`config.mk`:
```
export PLATFORM = sky130hd
export DESIGN_NAME = dram_cache_lookup
export DESIGN_NICKNAME = d
export VERILOG_FILES = /design/src/rtl/dcache_pkg.sv /design/src/rtl/dram_cache_lookup.sv /design/src/rtl/lookup_result.sv /design/src/rtl/tag_compare.sv /design/src/rtl/tag_decode.sv /design/src/rtl/sync_fifo.sv
export SDC_FILE = /design/constraint.sdc
export NUM_CORES = 1
export LEC_CHECK = 0
export BUFFER_PORTS_ARGS = -buffer_cell sky130_fd_sc_hd__buf_2
export CAP_MARGIN = 30
export CELL_PAD_IN_SITES_DETAIL_PLACEMENT = 1
export CELL_PAD_IN_SITES_GLOBAL_PLACEMENT = 2
export CORE_UTILIZATION = 40
export CTS_CLUSTER_SIZE = 16
export DETAILED_ROUTE_END_ITERATION = 10
export GPL_ROUTABILITY_DRIVEN = 0
export PLACE_DENSITY_LB_ADDON = 0.1
export SLEW_MARGIN = 15
export SYNTH_ARGS = -nofsm -noshare
export SYNTH_HDL_FRONTEND = slang
export SYNTH_SLANG_ARGS = --single-unit
```
`constraint.sdc`:
```
create_clock -name clk -period 12.02 [get_ports clk]
set_input_delay 1.803 -clock clk [delete_from_list [all_inputs] [get_ports clk]]
set_output_delay 1.803 -clock clk [all_outputs]
set_load 0.01 [all_outputs]
```
`src/rtl/dcache_pkg.sv`:
```
package dcache_pkg;

	// address split: tag | index | offset
	localparam int ADDR_WIDTH     = 32;
	localparam int TID_WIDTH      = 6;
	localparam int INDEX_WIDTH    = 8;
	localparam int OFFSET_WIDTH   = 6;
	localparam int TAG_WIDTH      = ADDR_WIDTH - INDEX_WIDTH - OFFSET_WIDTH;

	// R channel beat and line shape
	localparam int BEAT_WIDTH     = 64;
	localparam int LINE_BEATS     = 4;
	localparam int META_VALID_BIT = 63;

	typedef enum logic {
		OP_READ  = 1'b0,
		OP_WRITE = 1'b1
	} mem_op_e;

	typedef enum logic [1:0] {
		RD_HIT  = 2'd0,
		RD_MISS = 2'd1,
		WR_HIT  = 2'd2,
		WR_MISS = 2'd3
	} lookup_kind_e;

	typedef enum logic [1:0] {
		S_IDLE = 2'd0,
		S_META = 2'd1,
		S_DATA = 2'd2,
		S_DONE = 2'd3
	} cmp_state_e;

	// beat 0 sits in the low slot
	typedef logic [LINE_BEATS-1:0][BEAT_WIDTH-1:0] line_t;

	typedef struct packed {
		mem_op_e                 op;
		logic [TID_WIDTH-1:0]    tid;
		logic [ADDR_WIDTH-1:0]   addr;
	} tag_req_t;

	typedef struct packed {
		mem_op_e                 op;
		logic [TID_WIDTH-1:0]    tid;
		logic [TAG_WIDTH-1:0]    tag;
		logic [INDEX_WIDTH-1:0]  index;
	} lookup_req_t;

	typedef struct packed {
		lookup_kind_e            kind;
		logic [TID_WIDTH-1:0]    tid;
		logic [TAG_WIDTH-1:0]    tag;
		logic [INDEX_WIDTH-1:0]  index;
		line_t                   line;
	} cmp_result_t;

	typedef struct packed {
		logic [TID_WIDTH-1:0]    tid;
		line_t                   line;
	} rd_resp_t;

	typedef struct packed {
		logic                    is_write;
		logic [TID_WIDTH-1:0]    tid;
		logic [ADDR_WIDTH-1:0]   line_addr;
	} fill_req_t;

endpackage
```
`src/rtl/dram_cache_lookup.sv`:
```
`timescale 1ns/1ns

module dram_cache_lookup #(
	parameter int TAG_FIFO_DEPTH  = 8,
	parameter int FILL_FIFO_DEPTH = 4
) (
	input  logic                               clk,
	input  logic                               rst_n,
	input  logic                               req_wren_i,
	input  dcache_pkg::tag_req_t               req_i,
	output logic                               req_afull_o,
	input  logic                               rvalid_i,
	input  logic [dcache_pkg::BEAT_WIDTH-1:0]  rdata_i,
	input  logic                               rlast_i,
	output logic                               rready_o,
	input  logic                               resp_afull_i,
	output logic                               resp_valid_o,
	output dcache_pkg::rd_resp_t               resp_o,
	output logic                               wack_valid_o,
	output logic [dcache_pkg::TID_WIDTH-1:0]   wack_tid_o,
	input  logic                               fill_rden_i,
	output logic                               fill_empty_o,
	output dcache_pkg::fill_req_t              fill_data_o,
	output logic [15:0]                        hit_count_o,
	output logic [15:0]                        miss_count_o
);

	dcache_pkg::tag_req_t    tag_rdata;
	logic                    tag_rden;
	logic                    tag_empty;
	logic                    tag_aempty;
	logic                    dec_valid;
	dcache_pkg::lookup_req_t dec_req;
	logic                    cmp_idle;
	logic                    res_wren;
	dcache_pkg::cmp_result_t cmp_result;
	logic                    res_stall;
	logic                    fill_wren;
	dcache_pkg::fill_req_t   fill_wdata;
	logic                    fill_afull;

	// two slots of margin so a pusher one cycle late on afull still fits
	sync_fifo #(
		.DEPTH        (TAG_FIFO_DEPTH),
		.AFULL_MARGIN (2),
		.T            (dcache_pkg::tag_req_t)
	) u_tag_fifo (
		.clk      (clk),
		.rst_n    (rst_n),
		.wren_i   (req_wren_i),
		.wdata_i  (req_i),
		.rden_i   (tag_rden),
		.rdata_o  (tag_rdata),
		.empty_o  (tag_empty),
		.aempty_o (tag_aempty),
		.afull_o  (req_afull_o)
	);

	tag_decode u_decode (
		.clk           (clk),
		.rst_n         (rst_n),
		.fifo_aempty_i (tag_aempty),
		.fifo_empty_i  (tag_empty),
		.fifo_data_i   (tag_rdata),
		.cmp_idle_i    (cmp_idle),
		.fifo_rden_o   (tag_rden),
		.dec_valid_o   (dec_valid),
		.dec_req_o     (dec_req)
	);

	tag_compare u_compare (
		.clk         (clk),
		.rst_n       (rst_n),
		.dec_valid_i (dec_valid),
		.dec_req_i   (dec_req),
		.rvalid_i    (rvalid_i),
		.rdata_i     (rdata_i),
		.rlast_i     (rlast_i),
		.res_stall_i (res_stall),
		.rready_o    (rready_o),
		.cmp_idle_o  (cmp_idle),
		.res_wren_o  (res_wren),
		.res_o       (cmp_result)
	);

	lookup_result u_result (
		.clk          (clk),
		.rst_n        (rst_n),
		.res_wren_i   (res_wren),
		.res_i        (cmp_result),
		.resp_afull_i (resp_afull_i),
		.fill_afull_i (fill_afull),
		.res_stall_o  (res_stall),
		.resp_valid_o (resp_valid_o),
		.resp_o       (resp_o),
		.fill_wren_o  (fill_wren),
		.fill_o       (fill_wdata),
		.wack_valid_o (wack_valid_o),
		.wack_tid_o   (wack_tid_o),
		.hit_count_o  (hit_count_o),
		.miss_count_o (miss_count_o)
	);

	// only one lookup is in flight, so one slot of margin is enough
	sync_fifo #(
		.DEPTH        (FILL_FIFO_DEPTH),
		.AFULL_MARGIN (1),
		.T            (dcache_pkg::fill_req_t)
	) u_fill_fifo (
		.clk      (clk),
		.rst_n    (rst_n),
		.wren_i   (fill_wren),
		.wdata_i  (fill_wdata),
		.rden_i   (fill_rden_i),
		.rdata_o  (fill_data_o),
		.empty_o  (fill_empty_o),
		.aempty_o (),
		.afull_o  (fill_afull)
	);

endmodule

```
`src/rtl/lookup_result.sv`:
```
`timescale 1ns/1ns

module lookup_result (
	input  logic                               clk,
	input  logic                               rst_n,
	input  logic                               res_wren_i,
	input  dcache_pkg::cmp_result_t            res_i,
	input  logic                               resp_afull_i,
	input  logic                               fill_afull_i,
	output logic                               res_stall_o,
	output logic                               resp_valid_o,
	output dcache_pkg::rd_resp_t               resp_o,
	output logic                               fill_wren_o,
	output dcache_pkg::fill_req_t              fill_o,
	output logic                               wack_valid_o,
	output logic [dcache_pkg::TID_WIDTH-1:0]   wack_tid_o,
	output logic [15:0]                        hit_count_o,
	output logic [15:0]                        miss_count_o
);

	logic                             resp_valid_q;
	logic                             fill_wren_q;
	logic                             wack_valid_q;
	dcache_pkg::rd_resp_t             resp_q;
	dcache_pkg::fill_req_t            fill_q;
	logic [dcache_pkg::TID_WIDTH-1:0] wack_tid_q;
	logic [15:0]                      hit_cnt_q;
	logic [15:0]                      miss_cnt_q;

	assign res_stall_o = resp_afull_i || fill_afull_i;

	always_ff @(posedge clk) begin
		if (!rst_n) begin
			resp_valid_q <= 1'b0;
			fill_wren_q  <= 1'b0;
			wack_valid_q <= 1'b0;
			hit_cnt_q    <= '0;
			miss_cnt_q   <= '0;
		end else begin
			resp_valid_q <= res_wren_i && (res_i.kind == dcache_pkg::RD_HIT);
			wack_valid_q <= res_wren_i && (res_i.kind == dcache_pkg::WR_HIT);
			fill_wren_q  <= res_wren_i && (res_i.kind == dcache_pkg::RD_MISS
				|| res_i.kind == dcache_pkg::WR_MISS);
			if (res_wren_i) begin
				if (res_i.kind == dcache_pkg::RD_HIT || res_i.kind == dcache_pkg::WR_HIT) begin
					hit_cnt_q <= hit_cnt_q + 16'd1;
				end else begin
					miss_cnt_q <= miss_cnt_q + 16'd1;
				end
			end
		end
	end

	// payloads follow the strobe and the line address has its offset cleared
	always_ff @(posedge clk) begin
		if (res_wren_i) begin
			resp_q.tid         <= res_i.tid;
			resp_q.line        <= res_i.line;
			wack_tid_q         <= res_i.tid;
			fill_q.is_write    <= (res_i.kind == dcache_pkg::WR_MISS);
			fill_q.tid         <= res_i.tid;
			fill_q.line_addr   <= {res_i.tag, res_i.index, {dcache_pkg::OFFSET_WIDTH{1'b0}}};
		end
	end

	assign resp_valid_o = resp_valid_q;
	assign resp_o       = resp_q;
	assign fill_wren_o  = fill_wren_q;
	assign fill_o       = fill_q;
	assign wack_valid_o = wack_valid_q;
	assign wack_tid_o   = wack_tid_q;
	assign hit_count_o  = hit_cnt_q;
	assign miss_count_o = miss_cnt_q;

	// the compare stage hands over a result only after a cycle without stall
	a_wren_after_room: assert property (@(posedge clk) disable iff (!rst_n)
		res_wren_i |-> $past(!res_stall_o));

endmodule

```
`src/rtl/tag_compare.sv`:
```
`timescale 1ns/1ns

module tag_compare (
	input  logic                                clk,
	input  logic                                rst_n,
	input  logic                                dec_valid_i,
	input  dcache_pkg::lookup_req_t             dec_req_i,
	input  logic                                rvalid_i,
	input  logic [dcache_pkg::BEAT_WIDTH-1:0]   rdata_i,
	input  logic                                rlast_i,
	input  logic                                res_stall_i,
	output logic                                rready_o,
	output logic                                cmp_idle_o,
	output logic                                res_wren_o,
	output dcache_pkg::cmp_result_t             res_o
);

	localparam int CNT_W = $clog2(dcache_pkg::LINE_BEATS);
	localparam logic [CNT_W-1:0] LAST_BEAT = CNT_W'(dcache_pkg::LINE_BEATS - 1);

	dcache_pkg::cmp_state_e  state_q;
	dcache_pkg::cmp_state_e  state_d;
	dcache_pkg::lookup_req_t req_q;
	dcache_pkg::line_t       line_q;
	logic                    hit_q;
	logic [CNT_W-1:0]        beat_cnt_q;
	logic                    res_wren_q;
	logic                    beat_ok;
	logic                    meta_hit;

	assign beat_ok = rvalid_i && rready_o;

	// metadata beat: valid flag on top, tag in the low bits
	assign meta_hit = rdata_i[dcache_pkg::META_VALID_BIT]
		&& (rdata_i[dcache_pkg::TAG_WIDTH-1:0] == req_q.tag);

	always_comb begin
		state_d = state_q;
		case (state_q)
			dcache_pkg::S_IDLE: begin
				if (dec_valid_i) begin
					state_d = dcache_pkg::S_META;
				end
			end
			dcache_pkg::S_META: begin
				if (beat_ok) begin
					state_d = dcache_pkg::S_DATA;
				end
			end
			dcache_pkg::S_DATA: begin
				if (beat_ok && beat_cnt_q == LAST_BEAT) begin
					state_d = dcache_pkg::S_DONE;
				end
			end
			dcache_pkg::S_DONE: begin
				// hold the finished lookup until the result side has room
				if (!res_stall_i) begin
					state_d = dcache_pkg::S_IDLE;
				end
			end
			default: begin
				state_d = dcache_pkg::S_IDLE;
			end
		endcase
	end

	always_ff @(posedge clk) begin
		if (!rst_n) begin
			state_q    <= dcache_pkg::S_IDLE;
			hit_q      <= 1'b0;
			beat_cnt_q <= '0;
			res_wren_q <= 1'b0;
		end else begin
			state_q    <= state_d;
			res_wren_q <= (state_q == dcache_pkg::S_DONE) && !res_stall_i;
			if (state_q == dcache_pkg::S_META && beat_ok) begin
				hit_q      <= meta_hit;
				beat_cnt_q <= '0;
			end else if (state_q == dcache_pkg::S_DATA && beat_ok) begin
				beat_cnt_q <= beat_cnt_q + 1'b1;
			end
		end
	end

	// misses and writes still drain the data beats, only a read hit keeps them
	always_ff @(posedge clk) begin
		if (state_q == dcache_pkg::S_IDLE && dec_valid_i) begin
			req_q <= dec_req_i;
		end
		if (state_q == dcache_pkg::S_DATA && beat_ok && hit_q
				&& req_q.op == dcache_pkg::OP_READ) begin
			line_q[beat_cnt_q] <= rdata_i;
		end
	end

	always_comb begin
		res_o.tid   = req_q.tid;
		res_o.tag   = req_q.tag;
		res_o.index = req_q.index;
		res_o.line  = line_q;
		if (req_q.op == dcache_pkg::OP_READ) begin
			res_o.kind = hit_q ? dcache_pkg::RD_HIT : dcache_pkg::RD_MISS;
		end else begin
			res_o.kind = hit_q ? dcache_pkg::WR_HIT : dcache_pkg::WR_MISS;
		end
	end

	assign rready_o   = (state_q == dcache_pkg::S_META) || (state_q == dcache_pkg::S_DATA);
	assign cmp_idle_o = (state_q == dcache_pkg::S_IDLE);
	assign res_wren_o = res_wren_q;

	// memory side must mark the last data beat of the line, and only that one
	a_rlast_final: assert property (@(posedge clk) disable iff (!rst_n)
		(beat_ok && rlast_i) |-> (state_q == dcache_pkg::S_DATA && beat_cnt_q == LAST_BEAT));

endmodule

```
`src/rtl/tag_decode.sv`:
```
`timescale 1ns/1ns

module tag_decode (
	input  logic                    clk,
	input  logic                    rst_n,
	input  logic                    fifo_aempty_i,
	input  logic                    fifo_empty_i,
	input  dcache_pkg::tag_req_t    fifo_data_i,
	input  logic                    cmp_idle_i,
	output logic                    fifo_rden_o,
	output logic                    dec_valid_o,
	output dcache_pkg::lookup_req_t dec_req_o
);

	logic                    rden_q;
	logic                    latch_q;
	logic                    dec_valid_q;
	logic                    busy;
	logic                    pop;
	dcache_pkg::lookup_req_t dec_req_q;

	// one request in flight from pop until the compare stage takes it
	assign busy = rden_q || latch_q || dec_valid_q;

	// a lone entry below the almost-empty level is still popped when idle
	assign pop = cmp_idle_i && !busy && (!fifo_aempty_i || !fifo_empty_i);

	always_ff @(posedge clk) begin
		if (!rst_n) begin
			rden_q      <= 1'b0;
			latch_q     <= 1'b0;
			dec_valid_q <= 1'b0;
		end else begin
			rden_q      <= pop;
			latch_q     <= rden_q;
			dec_valid_q <= latch_q;
		end
	end

	// fifo read data is valid the cycle after rden
	always_ff @(posedge clk) begin
		if (latch_q) begin
			dec_req_q.op    <= fifo_data_i.op;
			dec_req_q.tid   <= fifo_data_i.tid;
			dec_req_q.tag   <= fifo_data_i.addr[dcache_pkg::ADDR_WIDTH-1 -: dcache_pkg::TAG_WIDTH];
			dec_req_q.index <= fifo_data_i.addr[dcache_pkg::OFFSET_WIDTH +: dcache_pkg::INDEX_WIDTH];
		end
	end

	assign fifo_rden_o = rden_q;
	assign dec_valid_o = dec_valid_q;
	assign dec_req_o   = dec_req_q;

endmodule

```
`src/rtl/sync_fifo.sv`:
```
`timescale 1ns/1ns

module sync_fifo #(
	parameter int  DEPTH        = 8,
	parameter int  AFULL_MARGIN = 1,
	parameter type T            = logic
) (
	input  logic clk,
	input  logic rst_n,
	input  logic wren_i,
	input  T     wdata_i,
	input  logic rden_i,
	output T     rdata_o,
	output logic empty_o,
	output logic aempty_o,
	output logic afull_o
);

	localparam int PTR_W = (DEPTH > 1) ? $clog2(DEPTH) : 1;
	localparam int CNT_W = $clog2(DEPTH + 1);
	localparam logic [PTR_W-1:0] LAST_PTR = PTR_W'(DEPTH - 1);

	T                 mem [DEPTH];
	T                 rdata_q;
	logic [PTR_W-1:0] wr_ptr_q;
	logic [PTR_W-1:0] rd_ptr_q;
	logic [CNT_W-1:0] count_q;

	always_ff @(posedge clk) begin
		if (!rst_n) begin
			wr_ptr_q <= '0;
			rd_ptr_q <= '0;
			count_q  <= '0;
		end else begin
			if (wren_i) begin
				wr_ptr_q <= (wr_ptr_q == LAST_PTR) ? '0 : wr_ptr_q + 1'b1;
			end
			if (rden_i) begin
				rd_ptr_q <= (rd_ptr_q == LAST_PTR) ? '0 : rd_ptr_q + 1'b1;
			end
			case ({wren_i, rden_i})
				2'b10: begin
					count_q <= count_q + 1'b1;
				end
				2'b01: begin
					count_q <= count_q - 1'b1;
				end
				default: begin
					count_q <= count_q;
				end
			endcase
		end
	end

	// storage and read data
	always_ff @(posedge clk) begin
		if (wren_i) begin
			mem[wr_ptr_q] <= wdata_i;
		end
		if (rden_i) begin
			rdata_q <= mem[rd_ptr_q];
		end
	end

	assign rdata_o  = rdata_q;
	assign empty_o  = (count_q == '0);
	assign aempty_o = (count_q <= CNT_W'(1));
	assign afull_o  = (count_q >= CNT_W'(DEPTH - AFULL_MARGIN));

	// the producer is expected to honour afull
	a_no_overflow: assert property (@(posedge clk) disable iff (!rst_n)
		!(wren_i && count_q == CNT_W'(DEPTH)));

	a_no_underflow: assert property (@(posedge clk) disable iff (!rst_n)
		!(rden_i && count_q == '0));

endmodule

```
== After elaboration in Yosys (flattened, before gate mapping) ==
Memory sizes are Yosys's and may differ from the RTL's. A register that Yosys moved wholly into a read port is not among the register bits.
Index checks and enable logic that the tools add are counted.
Storage, ports and cells
  input bits: 110
  output and inout bits: 344
  word-level logic and storage cells: 136
  register bits after elaboration: 704
  bits in writable memories: 444
  memories kept: 2
Operators by class
  multiplexer cells: 21
  $lt $le $gt $ge: 5
  equality and inequality tests: 20
  reduce and logical (&&, ||, !) cells: 36
  $add $sub $neg: 11
  bitwise logic cells: 3
Memories
  u_tag_fifo.mem: depth 8, width 39, rd ports 1, clocked after memory_dff 1, wr ports 1, RTL line sync_fifo.sv:23  | T mem [DEPTH];
  u_fill_fifo.mem: depth 4, width 33, rd ports 1, clocked after memory_dff 1, wr ports 1, RTL line sync_fifo.sv:23
Operators with widths (count)
  256-bit bitwise mux: 1
  64-bit demux with 2-bit select: 1
  64-bit two-way mux: 1
  16-bit by 1-bit adder with 16-bit output (second input constant): 2
  18-bit equality test: 1
  2-bit equality test (second input constant): 9
  1-bit logical AND: 15
  2-bit two-way mux: 7
  3-bit by 1-bit adder with 3-bit output (second input constant): 3
  2-bit by 1-bit equality test with 1-bit output (second input constant): 4
  2-bit case mux with 4 select lines: 1
  4-bit case mux with 2 select lines: 1
  1-bit logical OR: 7
  2-bit by 1-bit adder with 2-bit output (second input constant): 3
  3-bit equality test (second input constant): 2
  1-bit two-way mux: 6
  3-bit two-way mux: 2
  3-bit case mux with 2 select lines: 1
  4-bit by 1-bit adder with 4-bit output (second input constant): 1
  4-bit by 3-bit >= comparator with 1-bit output (second input constant): 1
  4-bit by 1-bit <= comparator with 1-bit output (second input constant): 1
  1-bit zero test: 4
  2-bit zero test: 2
  4-bit zero test: 1
  13 further kinds: 19

== Logic depth before layout (Yosys ltp) ==
Gate-level depths: netlist of the first run.
  depth after elaboration: 6
  depth in mapped cells: 7
  mapped depth without buffers: 7

== Cells and area by module ==
Synthesis of the first run repeated with hierarchy kept, for this count alone.
Unflattened totals
  cells, all modules: 1740
  area total of the unflattened synthesis: 41873.9 um^2
By module, submodules not included
  sync_fifo (u_tag_fifo): area each 13804.5 um^2, seq. area each 10740.3 um^2, cells each 563, instances 1
  lookup_result: area each 10331.2 um^2, seq. area each 9379.0 um^2, cells each 477, instances 1
  tag_compare: area each 9310.2 um^2, seq. area each 8798.4 um^2, cells each 362, instances 1
  sync_fifo (u_fill_fifo): area each 7339.5 um^2, seq. area each 5995.8 um^2, cells each 298, instances 1
  tag_decode: area each 1088.5 um^2, seq. area each 1051.0 um^2, cells each 40, instances 1

== Worst setup path before layout of the first run ==
No wires, ideal clock.
  path type: reg2reg
  from: register u_compare.res_wren_q (netlist: u_compare.res_wren_o)
  to: register u_result.hit_cnt_q[15] (netlist: u_result.hit_count_o[15])
  buffers on the path: 0
  data arrival time: 8.796 ns
  required time: 11.901 ns
  library setup time: 0.119 ns
  cell stages (with the launch flop): 5
  slack: 3.105 ns
  clock period less this slack: 8.915 ns
  path through: dfxtp_1 nand3_1 nor4_2 nand3_1 mux2i_1
Between the ends
  longest elaborated chain between the ends: 1
Ends and longest elaborated chain
  from (decl): RTL line tag_compare.sv:27  | logic res_wren_q;
  from (signal assigned): RTL line tag_compare.sv:75  | res_wren_q <= (state_q == dcache_pkg::S_DONE) && !res_stall_i;
  2-bit AND reduction (no line)
  to (signal assigned): RTL line lookup_result.sv:46  | hit_cnt_q <= hit_cnt_q + 16'd1;
  to (decl): RTL line lookup_result.sv:27  | logic [15:0] hit_cnt_q;
Every way passes these cells.
A chain may end at the register's enable or synchronous reset.

== Final worst setup path of the first run ==
  from: register u_compare.res_wren_q (netlist: u_compare.res_wren_o)
  to: register u_result.resp_q (netlist bit u_result.resp_o[243]) (enable)
RTL lines
  to (decl): RTL line lookup_result.sv:24  | dcache_pkg::rd_resp_t resp_q;
No word-level cell between the ends.

==> impl_metrics.py, run 1 <==
metrics = {
    "status": {
        "status": "finished, final reports clean",
    },
    "grt": {
        "grt_pass1_vias": 17400,
        "grt_max_degree": 72,
        "antenna_found_initial": 15,
        "grt_overflow": 0,
        "grt_usage": 0.167,
        "grt_pass1_wl_um": 118000,
    },
    "flow_run": {
        "max_cap_violations": 0,
    },
    "detailed_routing": {
        "post_drt_wl_per_cell_um": 23.2,
        "ant_nets": 0,
        "routed_via_density": 4.80,
        "num_vias": 16900,
        "first_pass_iters": 4,
        "drt-total-wl_um": 81600,
        "drtIter0Drc": 1031,
        "drcViolationCount": 0,
    },
    "sta": {
        "setup_viol": 0,
        "setup_tns_ns": 0,
        "slew_viol_final": 0,
        "fmax_mhz": 282,
        "hold_violations": 0,
        "tightest_slew_ns": 0.915,
        "fin_skew_ns": 0.0585,
        "min_period_over_period": 0.295,
        "maxSlewHeadroom": 0.390,
        "rsz0062_at_grt": "no",
        "layout_min_cycle_time_ns": 3.54,
    },
    "place": {
        "port_buffers": 440,
        "dpl.hpwl_um": 53400,
    },
    "synthesis": {
        "yosys.area.top_type": "edfxtp_1",
        "synthCells": 1613,
        "synthDistinctLibCells": 47,
        "synthTopCellsByArea": "edfxtp_1 84%, mux4_2 5.8%, dfxtp_1 3.2%",
        "netlist.area_leader.share": 0.841,
        "async_flop_share": 0,
        "ys_ff_latch": 1134,
        "synthFlopType": "edfxtp_1",
        "syn_avg_cell_area_sq_um": 23.7,
        "seq_area_frac_synth": 0.873,
        "synth_area_sq_um": 38300,
        "ys_warn_count": 0,
        "synth_edf_count": 1073,
    },
    "floorplan": {
        "start_util": 0.404,
        "die_area_sq_um": 97000,
        "die_y_um": 311,
        "ioPinCount": 454,
        "rows": 113,
        "coreArea_sq_um": 94900,
        "fp.dieW_um": 311,
    },
    "layout": {
        "fin_nets": 2285,
        "seqCellArea_sq_um": 33500,
        "nFillCells": 8606,
        "multi_input_area_sq_um": 4570,
        "final_layout_size_suffix_gt1_frac": 0.355,
        "synthToLayoutAreaGrowth_pct": 19.8,
        "final_cell_mix": "1073 x edfxtp_1, 440 x buf_2, 113 x clkbuf_16, 99 x mux4_2, 54 x dfxtp_1",
        "final_common_cell": "edfxtp_1",
    },
    "critical_path": {
        "worstReg2RegStart": "u_compare.res_wren_o$_SDFF_PN0_",
        "regToRegEndpoint": "u_result.resp_o[243]$_DFFE_PP_",
        "cp_slowest_stage_delay_ns": 0.82,
        "crit_path_frequent_cell": "buf_4",
        "cp-start-kind": "flop",
        "cp_max_fo": 71,
        "worstPathCellList": "buf_4, buf_4, buf_4",
        "cp_data_required_time_ns": 12.32,
        "path_class": "flop to flop",
        "critPathSlowestCell": "buf_4",
        "cp.arrival_ns": 3.84,
        "reg2regPathDepth": 3,
        "crit_path_end_kind": "flop",
        "reg2reg_slack_ns": 8.48,
    },
    "pwr": {
        "power.static_leakage_nw": 15.4,
        "p_per_area_nw_per_um2": 182,
        "max-vdd-ir-drop_uv": 131,
        "p_total_mw": 8.34,
    },
    "clock_tree": {
        "cts_sinks": 1134,
        "postCtsResizedCells": 0,
        "h-tree-depth": 3,
        "root_buffer": "clkbuf_16",
        "tritoncts": "done",
        "clk_path_buf_depth": 3,
        "clk_pin_slew_ns": 0.06,
        "clock_latency_ns": 0.70,
        "postCtsSetupBuffers": 0,
        "holdBufCountCts": 0,
        "cts_buffers": 113,
    },
    "hold_path": {
        "min_path_type": "flop to flop",
        "hold_path_end": "u_result.fill_o[10]$_DFFE_PP_",
        "hold_start": "u_compare.res_o[260]$_DFFE_PP_",
        "whs_path_depth": 0,
    },
}
==> registers in the layout (all words and copies together) (netlist names), 27 cells and up <==
| register | flops |
|---|---|
| u_compare.res_o | 288 |
| u_tag_fifo.mem | 264 |
| u_result.resp_o | 256 |
| u_fill_fifo.mem | 132 |
| u_decode.dec_req_o | 33 |
| u_fill_fifo.rdata_o | 33 |
| u_tag_fifo.rdata_o | 33 |
| u_result.fill_o | 27 |
==> stage by stage <==
| step | instances | util | setup WS, ns | hold slack, ns | area [sq um] |
|---|---|---|---|---|---|
| 2_1_floorplan | 1618 | - | 3.10 | 0.400 | 38300 |
| 3_3_place_gp | 3292 | 0.443 | 7.95 | 0.400 | 42100 |
| 3_5_place_dp | 3299 | 0.445 | 7.90 | 0.406 | 42200 |
| 4_1_cts | 3510 | 0.483 | 8.39 | 0.380 | 45800 |
| 5_1_grt | 3513 | 0.484 | 8.23 | 0.385 | 45900 |
| 6_report | 3517 | 0.484 | 8.48 | 0.379 | 45900 |
==> cell type report <==
cell class,count,area share
Sequential cell,1134,0.729
Multi-Input combinational cell,411,0.0996
Clock buffer,130,0.0630
Timing Repair Buffer,470,0.0554
Tap cell,1265,0.0345
Clock inverter,81,0.0163
Inverter,20,0.00164
Antenna cell,6,0.000327
==> worst max-delay path: cells and delay by family (launching register included) <==
kind / cells / cell delay, ns
DFF: 1 / 0.67
buffers and inverters: 3 / 2.36
==> report_power, final <==
part / internal (mW) / switching (mW) / total, mW
sequential: 4.42 / 0.0700 / 4.49
clock: 1.98 / 1.44 / 3.43
combinational: 0.205 / 0.213 / 0.418
total: 6.61 / 1.73 / 8.34
==> metal layers <==
| layer | vias up | global-route usage | routed length [um] |
|---|---|---|---|
| met5 | - | 0 | 104 |
| li1 | 7569 | - | - |
| met2 | 469 | 0.282 | 40800 |
| met3 | 137 | 0.0451 | 5300 |
| met1 | 8707 | 0.209 | 33600 |
| met4 | 14 | 0.0533 | 1900 |
==> worst max path at each step <==
stage	from	end	slack, ns
after floorplan	u_compare.res_wren_o$_SDFF_PN0_	u_result.hit_count_o[15]$_SDFFE_PN0P_	3.10
after global placement	rvalid_i	u_compare.res_o[71]$_DFFE_PP_	7.95
after detailed placement	rvalid_i	u_compare.res_o[29]$_DFFE_PP_	7.90
after CTS	u_compare.res_wren_o$_SDFF_PN0_	u_result.resp_o[243]$_DFFE_PP_	8.39
after global routing	u_compare.res_wren_o$_SDFF_PN0_	u_result.resp_o[243]$_DFFE_PP_	8.23
final	u_compare.res_wren_o$_SDFF_PN0_	u_result.resp_o[243]$_DFFE_PP_	8.48
==> kinds of logic (layout without fill, tap and decap cells) <==
| kind of cell | count (synthesis) | after routing | synth area share |
|---|---|---|---|
| compound gates | 32 | 32 | 0.00539 |
| fa+ha+maj | 25 | 25 | 0.00836 |
| flops | 1134 | 1134 | 0.873 |
| mux | 144 | 144 | 0.0710 |
| xor+xnor | 45 | 45 | 0.0103 |
| buf+inv | 73 | 701 | 0.0100 |
| simple gates | 159 | 159 | 0.0218 |
| other cells | 1 | 12 | 0.0000979 |
==> synth_stat cells, types with 15 or more instances <==
master,count
xnor2_1,15
a21oi_1,16
mux4_2,99
mux2_2,33
nand2_1,19
edfxtp_1,1073
dfxtp_1,61
nand3_1,15
ha_1,24
nor2_1,52
clkbuf_1,17
xor2_1,30
inv_1,19
buf_4,18
No activity file was read; power rests on OpenSTA's default activity.
==> run 2, diff against run 1 <==
- clock period: 12.02 -> 3.4 ns (I/O delays scaled with it)
==> run 2 against run 1 <==
Critical path depth up 3. Die area unchanged. Sequential share of layout area down 0.50 points. Final cell count up 0.57%. Largest cell class unchanged. Power rose to 3.6 times the previous value. Routed wire length up 0.12%. Via count up 0.15%. Clock power rose to 3.6 times the previous value. Clock skew down 0.0056 ns. Setup slack worse by 7.5 ns. Critical path type unchanged. Global-route usage up 0.16 points.
==> impl_metrics.py, run 2 (synthesized netlist as in run 1, its figures left out) <==
metrics = {
    "status": {
        "status": "finished, final reports clean",
    },
    "clock_tree": {
        "tritoncts": "done",
        "root_buffer": "clkbuf_16",
        "clk_path_buf_depth": 3,
        "cts_sinks": 1134,
        "clk_pin_slew_ns": 0.06,
        "clock_latency_ns": 0.70,
        "h-tree-depth": 3,
        "cts_buffers": 115,
        "postCtsSetupBuffers": 0,
    },
    "floorplan": {
        "rows": 113,
        "die_area_sq_um": 97000,
        "fp.dieW_um": 311,
        "die_y_um": 311,
        "start_util": 0.404,
        "coreArea_sq_um": 94900,
        "ioPinCount": 454,
    },
    "detailed_routing": {
        "drt-total-wl_um": 81700,
        "post_drt_wl_per_cell_um": 23.1,
        "ant_nets": 0,
        "routed_via_density": 4.78,
        "num_vias": 16900,
        "drcViolationCount": 0,
        "first_pass_iters": 4,
        "drtIter0Drc": 1118,
    },
    "layout": {
        "final_common_cell": "edfxtp_1",
        "fin_nets": 2311,
        "synthToLayoutAreaGrowth_pct": 20.6,
        "final_cell_mix": "1073 x edfxtp_1, 440 x buf_2, 116 x clkbuf_16, 99 x mux4_2, 54 x dfxtp_1",
        "largest_reg_flops": 288,
        "final_cells": 3537,
        "final_layout_size_suffix_gt1_frac": 0.356,
    },
    "place": {
        "dp_cells": 3306,
        "port_buffers": 440,
        "dpl.hpwl_um": 52400,
    },
    "grt": {
        "antenna_found_initial": 11,
        "grt_pass1_wl_um": 120000,
        "grt_max_degree": 153,
        "grt_usage": 0.168,
        "grt_pass1_vias": 17800,
        "grt_overflow": 0,
    },
    "critical_path": {
        "crit_path_end_kind": "flop",
        "cp.arrival_ns": 2.80,
        "path_class": "flop to flop",
        "cp_max_fo": 41,
        "cp-start-kind": "flop",
        "cp_data_required_time_ns": 3.75,
        "reg2reg_slack_ns": 0.95,
    },
    "sta": {
        "rsz0062_at_grt": "no",
        "fin_skew_ns": 0.0529,
        "fmax_mhz": 407,
        "tightest_slew_ns": 0.957,
        "min_period_over_period": 0.722,
        "slew_viol_final": 0,
        "setup_viol": 0,
        "layout_min_cycle_time_ns": 2.45,
        "setup_tns_ns": 0,
        "hold_violations": 0,
        "maxSlewHeadroom": 0.362,
    },
    "flow_run": {
        "max_cap_violations": 0,
    },
    "hold_path": {
        "min_path_type": "input port to flop",
    },
    "pwr": {
        "max-vdd-ir-drop_uv": 538,
        "p_comb_frac": 0.050,
        "p_per_area_nw_per_um2": 642,
        "netSwitchingPower_mw": 6.12,
        "power.static_leakage_nw": 15.5,
        "power_frac_clock": 0.415,
        "p_int_mw": 23.5,
        "p_seq_frac": 0.535,
        "swShare": 0.206,
    },
}
run 2: power groups by stage:
stage / Clock, mW / Combinational (mW) / Sequential [mW]
2_1_floorplan: 0 / 0.975 / 16.1
3_3_place_gp: 0 / 1.45 / 16.2
3_5_place_dp: 0 / 1.51 / 16.2
4_1_cts: 12.7 / 1.53 / 15.9
5_1_grt: 13.2 / 1.62 / 15.9
6_report: 12.3 / 1.48 / 15.9
run 2: path summary, 6_finish.rpt:
kind	start	end	cells past startpoint
worst max register to register	u_compare.state_q[0]$_SDFFE_PN0P_	u_compare.res_o[77]$_DFFE_PP_	6
worst min register to register	u_compare.res_o[63]$_DFFE_PP_	u_result.resp_o[63]$_DFFE_PP_	0
worst min-delay path	rdata_i[60]	u_compare.res_o[252]$_DFFE_PP_	1
worst max-delay path	u_compare.state_q[0]$_SDFFE_PN0P_	u_compare.res_o[77]$_DFFE_PP_	6
run 2: cell type report:
class,instances,area (sq um)
Antenna cell,1,2.50
Clock buffer,148,3060
Clock inverter,64,659
Fill cell,8628,48700
Inverter,20,75.1
Multi-Input combinational cell,411,4590
Sequential cell,1134,33500
Tap cell,1265,1580
Timing Repair Buffer,494,2780
run 2: metal layers:
| layer | routed length, um | up-vias | global-route usage |
|---|---|---|---|
| li1 | - | 7608 | - |
| met1 | 34500 | 8745 | 0.216 |
| met2 | 41000 | 435 | 0.284 |
| met3 | 4500 | 121 | 0.0410 |
| met4 | 1690 | 12 | 0.0504 |
| met5 | 75 | - | 0 |
run 2: worst max-delay path: stages (launching register included):
cell	delay [ns]
dfxtp_1	0.35
inv_1	0.09
ha_1	0.25
nand2_1	0.13
nor3b_1	0.42
and2_4	0.51
buf_12	0.30
run 2: through the flow:
| step | setup WS, ns | total power [mW] | area [sq um] | util | hold slack, ns |
|---|---|---|---|---|---|
| floorplan | -0.232 | 17.1 | 38300 | - | 0.400 |
| global placement | 1.01 | 17.6 | 42300 | 0.445 | 0.401 |
| detailed placement | 0.913 | 17.7 | 42300 | 0.446 | 0.405 |
| CTS | 0.899 | 30.1 | 46200 | 0.487 | 0.000918 |
| global route | 0.734 | 30.7 | 46200 | 0.487 | 0.0248 |
| finish | 0.945 | 29.7 | 46200 | 0.487 | 0.0483 |
run 2: timing repair:
| item | 4_1_cts | 5_1_grt |
|---|---|---|
| hold endpoints to repair | 65 | 0 |
| hold buffers | 18 | 0 |
| resized for setup | 0 | 0 |
| setup endpoints to repair | 0 | 0 |
==> run 3, diff against run 2 <==
- clock period: 3.4 -> 2 ns (I/O delays scaled with it)
==> run 3 against run 2 <==
Non-clock buffer count up 109. Final cell count up 3.1%. Die area unchanged. First-iteration DRC count down 2.1%. Setup slack worse by 0.86 ns. Sequential power up 69%. Highest routed layer unchanged. Critical endpoint is now rready_o. Global-route usage up 0.37 points. Sequential share of layout area down 2.3 points. Largest power group unchanged. Clock power up 75%. Via count up 2.9%.
==> impl_metrics.py, run 3 (synthesized netlist as in run 1, its figures left out) <==
metrics = {
    "status": {
        "status": "finished, final reports clean",
    },
    "layout": {
        "final_common_cell": "edfxtp_1",
        "fin_util": 0.503,
        "largest_reg_flops": 288,
        "nFillCells": 8541,
        "final_cell_area_sq_um": 47700,
        "fin_nets": 2419,
        "final_cell_mix": "1073 x edfxtp_1, 438 x buf_2, 117 x clkbuf_16, 101 x dlygate4sd3_1, 99 x mux4_2",
        "diodes": 0,
        "final_layout_size_suffix_gt1_frac": 0.357,
        "synthToLayoutAreaGrowth_pct": 24.6,
    },
    "place": {
        "placed_area_sq_um": 42800,
        "dpl.hpwl_um": 53200,
        "port_buffers": 440,
    },
    "critical_path": {
        "regToRegEndpoint": "u_compare.res_o[205]$_DFFE_PP_",
        "cp.depth": 3,
        "cp-start-kind": "flop",
        "cp_max_fo": 4,
        "critPathSlowestCell": "dfxtp_2",
        "cp_slowest_stage_delay_ns": 0.35,
        "reg2reg_slack_ns": 0.13,
        "worstReg2RegStart": "u_compare.state_q[0]$_SDFFE_PN0P_",
        "cpLargestDelayFamily": "flip-flops",
        "cp.arrival_ns": 1.61,
        "worstPathCellList": "inv_1, ha_1, buf_4",
        "crit_buf_inv": 2,
        "reg2regPathDepth": 6,
        "path_class": "flop to output port",
        "crit_path_end_kind": "output port",
        "cp_data_required_time_ns": 1.70,
    },
    "sta": {
        "min_period_over_period": 0.955,
        "whs_ns": 0.226,
        "layout_min_cycle_time_ns": 1.91,
        "tightest_slew_ns": 0.681,
        "hold_violations": 0,
        "slew_viol_final": 0,
        "maxSlewHeadroom": 0.546,
        "fmax_mhz": 524,
        "setup_tns_ns": 0,
        "rsz0062_at_grt": "yes",
        "setup_viol": 0,
        "fin_skew_ns": 0.0219,
    },
    "clock_tree": {
        "clk_path_buf_depth": 3,
        "tritoncts": "done",
        "h-tree-depth": 3,
        "root_buffer": "clkbuf_16",
        "clk_pin_slew_ns": 0.06,
        "clock_latency_ns": 0.69,
        "cts_buffers": 114,
        "cts_sinks": 1134,
    },
    "grt": {
        "grt_pass1_vias": 18600,
        "grt_pass1_wl_um": 123000,
        "grt_max_degree": 84,
        "antenna_found_initial": 2,
        "grt_overflow": 0,
        "grt_usage": 0.172,
    },
    "detailed_routing": {
        "ant_nets": 0,
        "first_pass_iters": 6,
        "drcViolationCount": 0,
        "routed_via_density": 4.77,
        "drt-total-wl_um": 83400,
        "num_vias": 17400,
        "drtIter0Drc": 1094,
        "post_drt_wl_per_cell_um": 22.9,
    },
    "hold_path": {
        "whs_path_depth": 4,
        "hold_path_end": "u_fill_fifo.count_q[1]$_SDFFE_PN0P_",
        "min_path_type": "input port to flop",
        "hold_start": "fill_rden_i",
    },
    "floorplan": {
        "rows": 113,
        "fp.dieW_um": 311,
        "ioPinCount": 454,
        "coreArea_sq_um": 94900,
        "start_util": 0.404,
        "die_y_um": 311,
        "die_area_sq_um": 97000,
    },
    "pwr": {
        "p_total_mw": 51.4,
        "power.static_leakage_nw": 16.2,
        "p_per_area_nw_per_um2": 1080,
        "max-vdd-ir-drop_uv": 668,
    },
    "flow_run": {
        "max_cap_violations": 0,
    },
}
-- run 3: cell count changes in the layout (fill, tap and decap cells not counted), moves of 3 or more --
| cell | delta |
|---|---|
| nand3_1 | -3 |
| dfxtp_1 | -4 |
| dlygate4sd3_1 | +83 |
| bufinv_16 | +5 |
| buf_4 | +4 |
| clkinv_1 | +7 |
| nand3_2 | +3 |
| nor4_1 | -3 |
| buf_12 | +23 |
| clkbuf_1 | -4 |
| clkinvlp_4 | -3 |
-- run 3: where the power goes --
| group | total [mW] | internal, mW | switching (mW) | leakage, nW |
|---|---|---|---|---|
| logic | 2.96 | 1.45 | 1.51 | 4.09 |
| clock network | 21.5 | 12.9 | 8.66 | 1.88 |
| registers | 26.9 | 26.6 | 0.297 | 10.2 |
| total | 51.4 | 40.9 | 10.5 | 16.2 |
-- run 3: worst max path at each step --
stage	end	slack, ns	from
final	rready_o	0.09	u_compare.state_q[0]$_SDFFE_PN0P_
after floorplan	u_result.hit_count_o[15]$_SDFFE_PN0P_	-1.63	u_compare.res_wren_o$_SDFF_PN0_
after detailed placement	u_fill_fifo.count_q[2]$_SDFFE_PN0P_	0.11	fill_rden_i
after CTS	req_afull_o	-0.02	u_tag_fifo.count_q[0]$_SDFFE_PN0P_
after global routing	req_afull_o	-0.01	u_tag_fifo.count_q[0]$_SDFFE_PN0P_
after global placement	u_fill_fifo.count_q[2]$_SDFFE_PN0P_	0.1	fill_rden_i
-- run 3: metrics by stage --
stage / std cells / setup slack (ns)
5_1_grt: 3647 / -0.0101
6_report: 3647 / 0.0899
3_5_place_dp: 3330 / 0.106
4_1_cts: 3645 / -0.0233
2_1_floorplan: 1618 / -1.63
3_3_place_gp: 3330 / 0.0966
-- run 3: what timing repair did --
action / in CTS / in global routing
resized for setup: 6 / 7
hold endpoints to repair: 529 / 0
setup buffers: 0 / 2
hold buffers: 101 / 0
endpoints found under the setup margin: 2 / 51
-- run 3: cell type report --
class / instances / area [sq um] / area share
Clock buffer: 144 / 3060 / 0.0641
Clock inverter: 70 / 769 / 0.0161
Inverter: 20 / 75.1 / 0.00157
Multi-Input combinational cell: 411 / 4670 / 0.0978
Sequential cell: 1134 / 33500 / 0.701
Tap cell: 1265 / 1580 / 0.0332
Timing Repair Buffer: 603 / 4100 / 0.0859
-- run 3: worst reg2reg max path: stages (launching register included) --
cell     delay [ns]
dfxtp_2        0.33
inv_1          0.08
ha_1           0.17
nand2_1        0.14
nor3b_4        0.28
and2_4         0.22
buf_12         0.24
-- run 3: routing by layer --
layer	track usage	share of wire	vias to the layer above	wire length, um
met1	0.214	0.41	9030	34500
met2	0.304	0.52	426	43400
li1	-	-	7830	-
met5	0	0.00022	-	18
met3	0.0359	0.045	120	3770
met4	0.0467	0.020	4	1650
